## src/sys_mem_part_mngr_regmap.svh

```systemverilog
// Partition manager host register addresses

// Bit 0 selects config mode when set
localparam logic [sys_mem_pkg::LB_ADDR_W-1:0] CNTRL_REG      = 8'h00;
// Number of agents, read only
localparam logic [sys_mem_pkg::LB_ADDR_W-1:0] NUM_AGENTS_REG = 8'h04;
// Agent selected for table access by the host
localparam logic [sys_mem_pkg::LB_ADDR_W-1:0] ADDR_REG       = 8'h08;
// Start address of the selected agent
localparam logic [sys_mem_pkg::LB_ADDR_W-1:0] START_DATA_REG = 8'h0C;
// End address of the selected agent, inclusive
localparam logic [sys_mem_pkg::LB_ADDR_W-1:0] END_DATA_REG   = 8'h10;

```

## src/sys_mem_pkg.sv

```systemverilog
// Shared types and widths for the shared-memory subsystem
package sys_mem_pkg;

  // Word address width of the data memory, 1024 words
  localparam int MEM_ADDR_W = 10;
  // Data word width
  localparam int DATA_W = 32;

  // Local host bus widths
  localparam int LB_ADDR_W = 8;
  localparam int LB_DATA_W = 32;

  // Read-back value for unmapped host registers
  localparam logic [LB_DATA_W-1:0] DEFAULT_RD_VAL = 32'hdeadbabe;

  // One agent request, held until done
  typedef struct packed {
    logic                  wr;
    logic [MEM_ADDR_W-1:0] addr;
    logic [DATA_W-1:0]     wdata;
  } mem_req_t;

  // Response returned with done
  typedef struct packed {
    logic              err;
    logic [DATA_W-1:0] rdata;
  } mem_rsp_t;

  // Inclusive word address limits of one agent
  typedef struct packed {
    logic [MEM_ADDR_W-1:0] start_addr;
    logic [MEM_ADDR_W-1:0] end_addr;
  } part_t;

  // Host strobes, single cycle
  typedef struct packed {
    logic                 wr_en;
    logic                 rd_en;
    logic [LB_ADDR_W-1:0] addr;
    logic [LB_DATA_W-1:0] wdata;
  } lb_req_t;

  // Host answer, valid pulses one cycle after the strobe
  typedef struct packed {
    logic                 wr_valid;
    logic                 rd_valid;
    logic [LB_DATA_W-1:0] rd_data;
  } lb_rsp_t;

  // Access sequencer states
  typedef enum logic [1:0] {
    IDLE,
    LOOKUP,
    ACCESS,
    RESP
  } arb_state_e;

endpackage

```

## src/sync_spram.sv

```systemverilog
`timescale 1ns/100ps

module sync_spram #(
  parameter int WIDTH = 32,
  parameter int DEPTH = 256
) (
  input  logic                     clk,
  input  logic [$clog2(DEPTH)-1:0] addr,
  input  logic [WIDTH-1:0]         wdata,
  input  logic                     wren,
  output logic [WIDTH-1:0]         q
);

  // Storage array
  logic [WIDTH-1:0] mem [DEPTH];

  always_ff @(posedge clk)
  begin
    // Write on the edge when enabled
    if (wren)
    begin
      mem[addr] <= wdata;
    end
    // Registered read, old data on a same-address write
    q <= mem[addr];
  end

endmodule

```

## src/sys_mem_part_mngr.sv

```systemverilog
`timescale 1ns/100ps

module sys_mem_part_mngr #(
  parameter int NUM_AGENTS = 4
) (
  input  logic                          clk,
  input  logic                          rst_n,
  input  sys_mem_pkg::lb_req_t          lb_req,
  output sys_mem_pkg::lb_rsp_t          lb_rsp,
  input  logic [$clog2(NUM_AGENTS)-1:0] agent_id,
  output sys_mem_pkg::part_t            part,
  output logic                          cfg_mode
);

  import sys_mem_pkg::*;

  `include "sys_mem_part_mngr_regmap.svh"

  localparam int AID_W = $clog2(NUM_AGENTS);

  // Agent picked by the host for table access
  logic [AID_W-1:0]      hst_sel;
  // Shared table RAM address and write data
  logic [AID_W-1:0]      tbl_addr;
  logic [MEM_ADDR_W-1:0] tbl_wdata;
  logic                  start_wren;
  logic                  end_wren;
  logic [MEM_ADDR_W-1:0] start_q;
  logic [MEM_ADDR_W-1:0] end_q;

  // Host writes to mode and agent select
  always_ff @(posedge clk or negedge rst_n)
  begin
    if (!rst_n)
    begin
      cfg_mode <= 1'b0;
      hst_sel  <= '0;
    end
    else if (lb_req.wr_en)
    begin
      case (lb_req.addr)
        CNTRL_REG:
        begin
          cfg_mode <= lb_req.wdata[0];
        end
        ADDR_REG:
        begin
          hst_sel <= lb_req.wdata[AID_W-1:0];
        end
        default:
        begin
        end
      endcase
    end
  end

  // Host answer one cycle after each strobe
  always_ff @(posedge clk or negedge rst_n)
  begin
    if (!rst_n)
    begin
      lb_rsp <= '0;
    end
    else
    begin
      lb_rsp.wr_valid <= lb_req.wr_en;
      lb_rsp.rd_valid <= lb_req.rd_en;
      // Read data held until the next read
      if (lb_req.rd_en)
      begin
        case (lb_req.addr)
          CNTRL_REG:      lb_rsp.rd_data <= LB_DATA_W'(cfg_mode);
          NUM_AGENTS_REG: lb_rsp.rd_data <= LB_DATA_W'(NUM_AGENTS);
          ADDR_REG:       lb_rsp.rd_data <= LB_DATA_W'(hst_sel);
          // Table output of the currently addressed entry
          START_DATA_REG: lb_rsp.rd_data <= LB_DATA_W'(start_q);
          END_DATA_REG:   lb_rsp.rd_data <= LB_DATA_W'(end_q);
          default:        lb_rsp.rd_data <= DEFAULT_RD_VAL;
        endcase
      end
    end
  end

  // Host owns the tables in config mode, arbiter otherwise
  assign tbl_addr  = cfg_mode ? hst_sel : agent_id;
  assign tbl_wdata = lb_req.wdata[MEM_ADDR_W-1:0];

  // Table writes only while the host owns the address
  assign start_wren = cfg_mode && lb_req.wr_en && (lb_req.addr == START_DATA_REG);
  assign end_wren   = cfg_mode && lb_req.wr_en && (lb_req.addr == END_DATA_REG);

  // Limits of the addressed agent, one cycle after the address
  assign part = '{start_addr: start_q, end_addr: end_q};

  sync_spram #(
    .WIDTH (MEM_ADDR_W),
    .DEPTH (NUM_AGENTS)
  ) start_ram (
    .clk   (clk),
    .addr  (tbl_addr),
    .wdata (tbl_wdata),
    .wren  (start_wren),
    .q     (start_q)
  );

  sync_spram #(
    .WIDTH (MEM_ADDR_W),
    .DEPTH (NUM_AGENTS)
  ) end_ram (
    .clk   (clk),
    .addr  (tbl_addr),
    .wdata (tbl_wdata),
    .wren  (end_wren),
    .q     (end_q)
  );

  // Host issues one strobe type per cycle
  a_lb_one_strobe : assert property (@(posedge clk) disable iff (!rst_n)
    !(lb_req.wr_en && lb_req.rd_en));

endmodule

```

## config.mk

```make
export PLATFORM = sky130hd
export DESIGN_NAME = sys_mem_part_mngr
export DESIGN_NICKNAME = d
export VERILOG_FILES = /design/src/sys_mem_pkg.sv /design/src/sync_spram.sv /design/src/sys_mem_part_mngr.sv
export VERILOG_INCLUDE_DIRS = /design/src
export SDC_FILE = /design/constraint.sdc
export NUM_CORES = 1
export LEC_CHECK = 0
export BUFFER_PORTS_ARGS = -buffer_cell sky130_fd_sc_hd__buf_4
export CORE_MARGIN = 8
export CORE_UTILIZATION = 57
export CTS_BUF_LIST = sky130_fd_sc_hd__clkbuf_16
export CTS_CLUSTER_DIAMETER = 100
export DETAILED_ROUTE_END_ITERATION = 16
export GPL_ROUTABILITY_DRIVEN = 0
export PLACE_DENSITY = 0.8
export SYNTH_ARGS = -nofsm -noshare
export SYNTH_HDL_FRONTEND = slang
export SYNTH_SLANG_ARGS = --single-unit
export TNS_END_PERCENT = 5
```

## constraint.sdc

```tcl
create_clock -name clk -period 4.7 [get_ports clk]
set_clock_uncertainty 0.05 [all_clocks]
set_input_delay 0 -clock clk [delete_from_list [all_inputs] [get_ports clk]]
set_output_delay 0 -clock clk [all_outputs]
set_load 0.03 [all_outputs]
```

# == After elaboration in Yosys (flattened, before gate mapping) ==
# Memories as Yosys holds them, arrays and structs flattened. A register that Yosys moved wholly into a read port is not among the register bits.
# Index checks and enable logic that the tools add are counted.
# word_totals
out_inout_bits,55
ramBits,80
latchBits,0
reg_bits,37
wordCells,23
mem_bits_ro,0
mem_count,2
inputBits,46
# op_classes
n_bitwise,0
reduce_logical,6
multipliers,0
eq_ne,4
shift,0
n_addsub,0
n_div,0
mux,6
order_cmp,0
# memory_table
memory,words,width,read_ports,rd_clocked_by_memory_dff,write_ports,line,source
end_ram.mem,4,10,1,1,1,sync_spram.sv:15,logic [WIDTH-1:0] mem [DEPTH];
start_ram.mem,4,10,1,1,1,sync_spram.sv:15,
# op_table
cell,count
$pmux 32 s5,1
$eq 8x4->1 const B,2
$eq 8x3->1 const B,1
$eq 8x5->1 const B,1
$logic_not 8->1,1
$mux 1,4
$reduce_and 2->1,2
$logic_and 1x1->1,3
$mux 2,1

# == Depth between registers and ports, before layout ==
# Gate-level depths: netlist of the first run.
# logic_depth
word_depth,4
mapped_depth,5
ltp_nobuf,3

# == Modules after synthesis ==
# Synthesis of the first run repeated with hierarchy kept, for this count alone.
# unflattened
hier_cells,232
area_unflattened_um2,4411.7
# by_module_without_submodules
mod,area_each_um2,instances,seq_area_each_um2,cells_each
sync_spram,1712.9,2,1401.3,67
sys_mem_part_mngr,985.9,1,400.4,98

# == Worst setup path before layout of the first run ==
# No wires, ideal clock.
# synth_path
path_type,register -> register
startpoint,reg cfg_mode
endpoint,"mem start_ram.mem[0][0] (netlist name), enable pin"
arrival_ns,1.808
path_buffers,1
synth_period_minus_slack_ns,2.261
path_slack_ns,2.439
path_stages_with_launch,4
required_ns,4.246
cell_sequence,dfrtp_1 -> buf_6 -> nand2_1 -> nor4_1
# synth_via
elab_chain_cells,4
# synth_rtl
item,line,source
"start, declared",sys_mem_part_mngr.sv:12,output logic cfg_mode
"start signal, assigned",sys_mem_part_mngr.sv:44,cfg_mode <= lb_req.wdata[0];
$logic_and 1x1->1 (2 in series),sys_mem_part_mngr.sv:89,assign start_wren = cfg_mode && lb_req.wr_en && (lb_req.addr == START_DATA_REG);
$mux 1,sync_spram.sv:20,if (wren)
$mux 1 (not written as such),sync_spram.sv:22,mem[addr] <= wdata;
"end, declared",sync_spram.sv:15,
# Parallel ways exist; a longest one is shown, timed or not.

# == Worst setup path in the final report of the first run ==
# layout_path
startpoint,in lb_req[33] (netlist name)
endpoint,"mem start_ram.mem[1][8] (netlist name), enable pin"
# layout_via
elab_chain_cells,4
# layout_rtl
item,line,source
"start, declared",sys_mem_part_mngr.sv:8,"input sys_mem_pkg::lb_req_t lb_req,"
$eq 8x4->1,sys_mem_part_mngr.sv:89,
$logic_and 1x1->1,sys_mem_part_mngr.sv:89,
$mux 1,sync_spram.sv:20,
$mux 1 (not written as such),sync_spram.sv:22,
# Every way passes these cells.

==> results of run 1 <==
-- cell type report --
type                    count  area [sq um]  share of cell area
inverters                   3          11.3             0.00191
well taps                 102           128              0.0217
repair buffers            102           833               0.142
multi-input cells         101          1010               0.173
flip-flops and latches    116          3200               0.545
clock buffers              17           425              0.0723
clock inverters            14           265              0.0451
-- cell families (layout without fill, tap and decap cells) --
group	Yosys count	after routing	synth area share
buf+inv	38	136	0.0610
other cells	1	7	0.000846
mux	26	26	0.117
compound gates	18	18	0.0280
flops	116	116	0.723
simple gates	50	50	0.0703
-- registers in the layout (all words and copies together) (netlist names) --
name and cells:
end_ram.q 10, lb_rsp 13, start_ram.mem 40, end_ram.mem 40
start_ram.q 10, hst_sel 2, cfg_mode 1
-- cell usage after synthesis, drive strengths merged (2+ instances only) --
master	number	share of area
nand3	3	0.0045
buf	33	0.057
nor2	14	0.012
edfxtp	80	0.54
o22ai	2	0.0028
dfrtp	16	0.090
nor2b	2	0.0028
dfxtp	20	0.090
inv	3	0.0025
nand3b	2	0.0034
nor4	2	0.0028
a31oi	8	0.011
clkbuf	2	0.0017
nor3	4	0.0071
nand4	15	0.021
and3b	2	0.0040
a22oi	3	0.0051
mux2	4	0.010
mux2i	2	0.0054
nor3b	2	0.0059
mux4	20	0.10
-- worst paths after layout --
check	start	end	slack, ns
setup / recovery	lb_req[33]	start_ram.mem[1][8]$_DFFE_PP_	2.06
setup reg to reg	cfg_mode$_DFFE_PN0P_	end_ram.q[6]$_DFF_P_	2.25
hold reg to reg	end_ram.q[3]$_DFF_P_	lb_rsp[3]$_DFFE_PN0P_	0.45
min in group asynchronous	rst_n	lb_rsp[3]$_DFFE_PN0P_	0.69
hold / removal	lb_req[36]	cfg_mode$_DFFE_PN0P_	0.03
max in group asynchronous	rst_n	hst_sel[1]$_DFFE_PN0P_	3.46
-- cell usage in the layout (no fill, tap or decap), types with 3 or more instances in the layout --
cell,Yosys,final
conb_1,1,7
a31oi_1,8,8
nand4_1,15,15
dfxtp_1,20,20
mux2_1,4,4
bufinv_16,0,8
inv_1,3,4
nor2_1,13,13
dlygate4sd3_1,0,27
mux4_2,20,20
clkinv_1,0,3
a22oi_1,3,3
clkbuf_16,0,17
nor3_1,3,3
edfxtp_1,80,80
dfrtp_1,16,16
buf_4,23,75
-- critical path: cells and delay by family --
family,cells,cell delay [ns]
buffers and inverters,2,0.67
AND/OR/NAND/NOR,3,1.92
-- layer usage --
layer	wire length (microns)	share of wire
met5	0	0
met4	384	0.034
met3	991	0.088
met2	5860	0.52
met1	4050	0.36
-- power by group through the flow --
stage | clock network, mW | logic (mW) | registers [mW]
finish | 1.52 | 0.159 | 1.12
global route | 1.58 | 0.167 | 1.12
CTS | 1.52 | 0.157 | 1.12
detailed placement | 0 | 0.138 | 1.14
global placement | 0 | 0.136 | 1.14
floorplan | 0 | 0.0664 | 1.16
-- metrics by stage --
| stage | total power, mW | hold slack [ns] |
|---|---|---|
| 2_1_floorplan | 1.22 | -0.346 |
| 3_3_place_gp | 1.27 | -0.185 |
| 3_5_place_dp | 1.28 | -0.185 |
| 4_1_cts | 2.79 | 0.00795 |
| 5_1_grt | 2.86 | 0.0349 |
| 6_report | 2.80 | 0.0309 |
==> results_dict.tcl, run 1 <==
set metrics [dict create \
    root_buffer "clkbuf_16" \
    hold_class "in -> reg" \
    cp_slowest_stage_delay_ns 0.97 \
    synth_async_sr_flop_share 0.138 \
    powerDensity_mw_per_mm2 476 \
    synth_area_sq_mm 0.00443 \
    ioPinCount 101 \
    grt_pass1_vias 2939 \
    placedCellCount 397 \
    drtPass1Iterations 5 \
    p_clk_frac 0.543 \
    p_switching_mw 0.539 \
    cp_max_fo 18 \
    ys_ff_latch 116 \
    setup_viol 0 \
    p_int_mw 2.26 \
    synth.avg_cell_area_sq_um 17.8 \
    startpoint_type "primary input" \
    antennaDiodeCount 0 \
    grt.total_usage 0.217 \
    tritoncts "yes" \
    rsz0062_at_grt "no" \
    routedWlPerCell_microns 24.8 \
    hold_viol 0 \
    cts_buffer_depth 2 \
    clock_sinks 116 \
    slowest_stage "nor2_1" \
    max-cap-violations 0 \
    cp.required_ns 4.66 \
    final_core_util 0.769 \
    share_seq_of_total_power 0.400 \
    die_x_microns 104 \
    placement.io_buffers 71 \
    relSlewSlack 0.219 \
    pre_cts_ws_ns 2.24 \
    layout-drive-gt1-share 0.371 \
    worstSetupPathType "in -> reg" \
    grt_max_degree 21 \
    fmax_mhz 379 \
    via_per_inst 6.00 \
    rows 32 \
    synth_edf_count 80 \
    cts_hold_buf 27 \
    fillers 366 \
    p_sw_frac 0.193 \
    dpl_cell_area_sq_mm 0.00492 \
    drt_iter0_drc 214 \
    clk_latency_ns 0.41 \
    top_usage_layer "met2" \
    p_comb_frac 0.057 \
    cp-end-kind "register" \
    syn_inst 249 \
    core_area_sq_mm 0.00765 \
    ant_nets 0 \
    area_growth_pct 32.7 \
    power.leakage_nw 2.14 \
    design_area_sq_mm 0.00588 \
    synth_flop_cell "edfxtp_1" \
    crit_arrival_ns 2.60 \
    num-nets-final 387 \
    start_util 0.580 \
    die_height_microns 104 \
    antenna_found_initial 0 \
    cts_made_buffers 17 \
    h-tree-depth 4 \
    routed_wl_mm 11.3 \
    via_count 2728 \
    min_period_over_period 0.562 \
    hpwl_mm 5.87 \
    ys_seq_area_frac 0.723 \
    status "completed" \
    ir_drop_mv 0.296 \
    use_met1 0.236 \
    slew_viol_final 0 \
    grt_overflow 0 \
    reg2reg_depth 2 \
    fin_ws_ns 2.06 \
    min_path_cells 4 \
    setup_tns_ns 0 \
    worst_pin_slew_ns 1.17 \
    cts_setup_buffers 0 \
    yosysWarningCount 0 \
    stdcell_count 455 \
    synth.distinct_cells 39 \
    drcViolationCount 0 \
    gr-usage-met3 0.0824 \
    grt_first_pass_wirelength_mm 17.6 \
    cp_cell_sequence "dlygate4sd3_1 -> buf_4 -> nor2_2 -> nand3_1 -> nor2_1" \
    ctsResizeCount 0 \
    fp.dieArea_sq_mm 0.0109 \
    clk_transition_reported_paths_ns 0.05 \
    met2_usage 0.367 \
    fin_crit_ns 2.64 \
]
No activity file was read; power rests on OpenSTA's default activity.
==> run 2, diff against run 1 <==
- CORE_UTILIZATION: 57 -> 48
- PLACE_DENSITY: 0.8 -> 0.71
- clock period: 4.7 -> 2.4 ns (I/O delays scaled with it)
==> run 2 against run 1 <==
  * Routed wire length shrank 18%
  * Largest cell class unchanged
  * Final area fell by 1.2%
  * First-iteration DRC count up 3.3%
  * Clock-buffer cell count did not move
==> results_dict.tcl, run 2 (same netlist as run 1, synthesis figures left out) <==
set metrics [dict create \
    status "completed" \
    routedWlPerCell_microns 19.9 \
    p_total_mw 5.11 \
    clk_transition_reported_paths_ns 0.05 \
    reg_top3 "end_ram.mem (40), start_ram.mem (40), lb_rsp (13)" \
    root_buffer "clkbuf_16" \
    fp.dieArea_sq_mm 0.0126 \
    power.leakage_nw 2.11 \
    ir_drop_mv 0.491 \
    die_x_microns 112 \
    grt_max_degree 21 \
    cts_setup_buffers 0 \
    clock_sinks 116 \
    die_height_microns 112 \
    grt_pass1_vias 2627 \
    drcViolationCount 0 \
    layout_common_cells "buf_4 (83), edfxtp_1 (80), mux4_2 (20), dfxtp_1 (20), dlygate4sd3_1 (18)" \
    final_core_util 0.638 \
    cts_hold_buf 18 \
    num-nets-final 387 \
    p_sw_frac 0.210 \
    setup_viol 0 \
    grt_overflow 0 \
    holdWs_ns 0.0604 \
    routed_wl_mm 9.27 \
    grt.total_usage 0.157 \
    area_growth_pct 31.1 \
    start_util 0.487 \
    layout-drive-gt1-share 0.410 \
    hold_viol 0 \
    cp.required_ns 2.62 \
    antennaDiodeCount 0 \
    drt_iter0_drc 221 \
    placement.io_buffers 71 \
    tritoncts "yes" \
    hold_class "in -> reg" \
    share_seq_of_total_power 0.429 \
    antenna_found_initial 0 \
    p_clk_frac 0.514 \
    hpwl_mm 6.01 \
    via_per_inst 5.35 \
    pre_cts_ws_ns 0.560 \
    clk_latency_ns 0.40 \
    via_count 2486 \
    ioPinCount 101 \
    powerDensity_mw_per_mm2 879 \
    cts_buffer_depth 2 \
    slowest_stage "dfrtp_1" \
    critical_path_buf_inv_count 1 \
    fin_ws_ns 0.556 \
    drtPass1Iterations 4 \
    final_common_cell "buf_4" \
    h-tree-depth 4 \
    cp-end-kind "register" \
    p_comb_frac 0.057 \
    crit_arrival_ns 2.07 \
    max-cap-violations 0 \
    worst_pin_slew_ns 0.707 \
    cp_slowest_stage_delay_ns 0.58 \
    ant_nets 0 \
    setup_tns_ns 0 \
    cp_top_family "multiplexers" \
    fmax_mhz 542 \
    cp_max_fo 20 \
    cp_cell_sequence "mux2i_4 -> buf_12 -> mux4_2" \
    rsz0062_at_grt "no" \
    grt_first_pass_wirelength_mm 14.7 \
    rows 35 \
    slew_viol_final 0 \
    worstSetupPathType "reg -> reg" \
    p_int_mw 4.03 \
    cts_made_buffers 17 \
    relSlewSlack 0.527 \
    fin_crit_ns 1.84 \
    p_switching_mw 1.07 \
    startpoint_type "register" \
    min_period_over_period 0.769 \
    ctsResizeCount 0 \
    core_area_sq_mm 0.00911 \
]
-- run 2: changes by cell type in the layout (fill, tap and decap cells not counted), sizes merged --
cell and change:
inv +2, clkinv -2, bufinv -4, dlygate4sd3 -9
buf +9, clkinvlp +5
-- run 2: tightest hold or removal path, delay by kind of cell --
family          cells  cell delay, ns
simple gates        2            0.13
compound gates      1            0.07
buf+inv             2            0.27
-- run 2: metal layers --
metal  GRT usage  up-vias  part of all wire
met2       0.258       92              0.50
li1            -     1142                 -
met5           0        -                 0
met4      0.0513        0            0.0055
met3      0.0698        4             0.082
met1       0.179     1248              0.41
-- run 2: final timing paths --
| check | slack (ns) | end | depth (start not counted) | from |
|---|---|---|---|---|
| max in group asynchronous | 1.17 | lb_rsp[2]$_DFFE_PN0P_ | 3 | rst_n |
| worst max-delay path | 0.56 | end_ram.q[2]$_DFF_P_ | 3 | cfg_mode$_DFFE_PN0P_ |
| worst min register to register | 0.44 | lb_rsp[7]$_DFFE_PN0P_ | 2 | start_ram.q[7]$_DFF_P_ |
| min in group asynchronous | 0.68 | lb_rsp[9]$_DFFE_PN0P_ | 3 | rst_n |
| worst min-delay path | 0.06 | lb_rsp[1]$_DFFE_PN0P_ | 5 | lb_req[32] |
| worst max register to register | 0.56 | end_ram.q[2]$_DFF_P_ | 3 | cfg_mode$_DFFE_PN0P_ |
-- run 2: area by class of cell --
class | count | area, sq um
Timing Repair Buffer | 102 | 823
Clock inverter | 15 | 203
Tap cell | 111 | 139
Sequential cell | 116 | 3200
Fill cell | 625 | 3300
Clock buffer | 17 | 425
Inverter | 3 | 11.3
Multi-Input combinational cell | 101 | 1010
-- run 2: through the flow --
stage / cells / area [sq um]
floorplan: 255 / 4450
global placement: 415 / 5000
detailed placement: 415 / 5000
CTS: 465 / 5810
global route: 465 / 5810
finish: 465 / 5810
-- run 2: power groups by stage --
stage          clock (mW)  combinational [mW]  sequential (mW)
6_report             2.62               0.293             2.19
5_1_grt              2.75               0.312             2.19
4_1_cts              2.65               0.295             2.19
3_5_place_dp            0               0.270             2.23
3_3_place_gp            0               0.267             2.23
2_1_floorplan           0               0.130             2.26
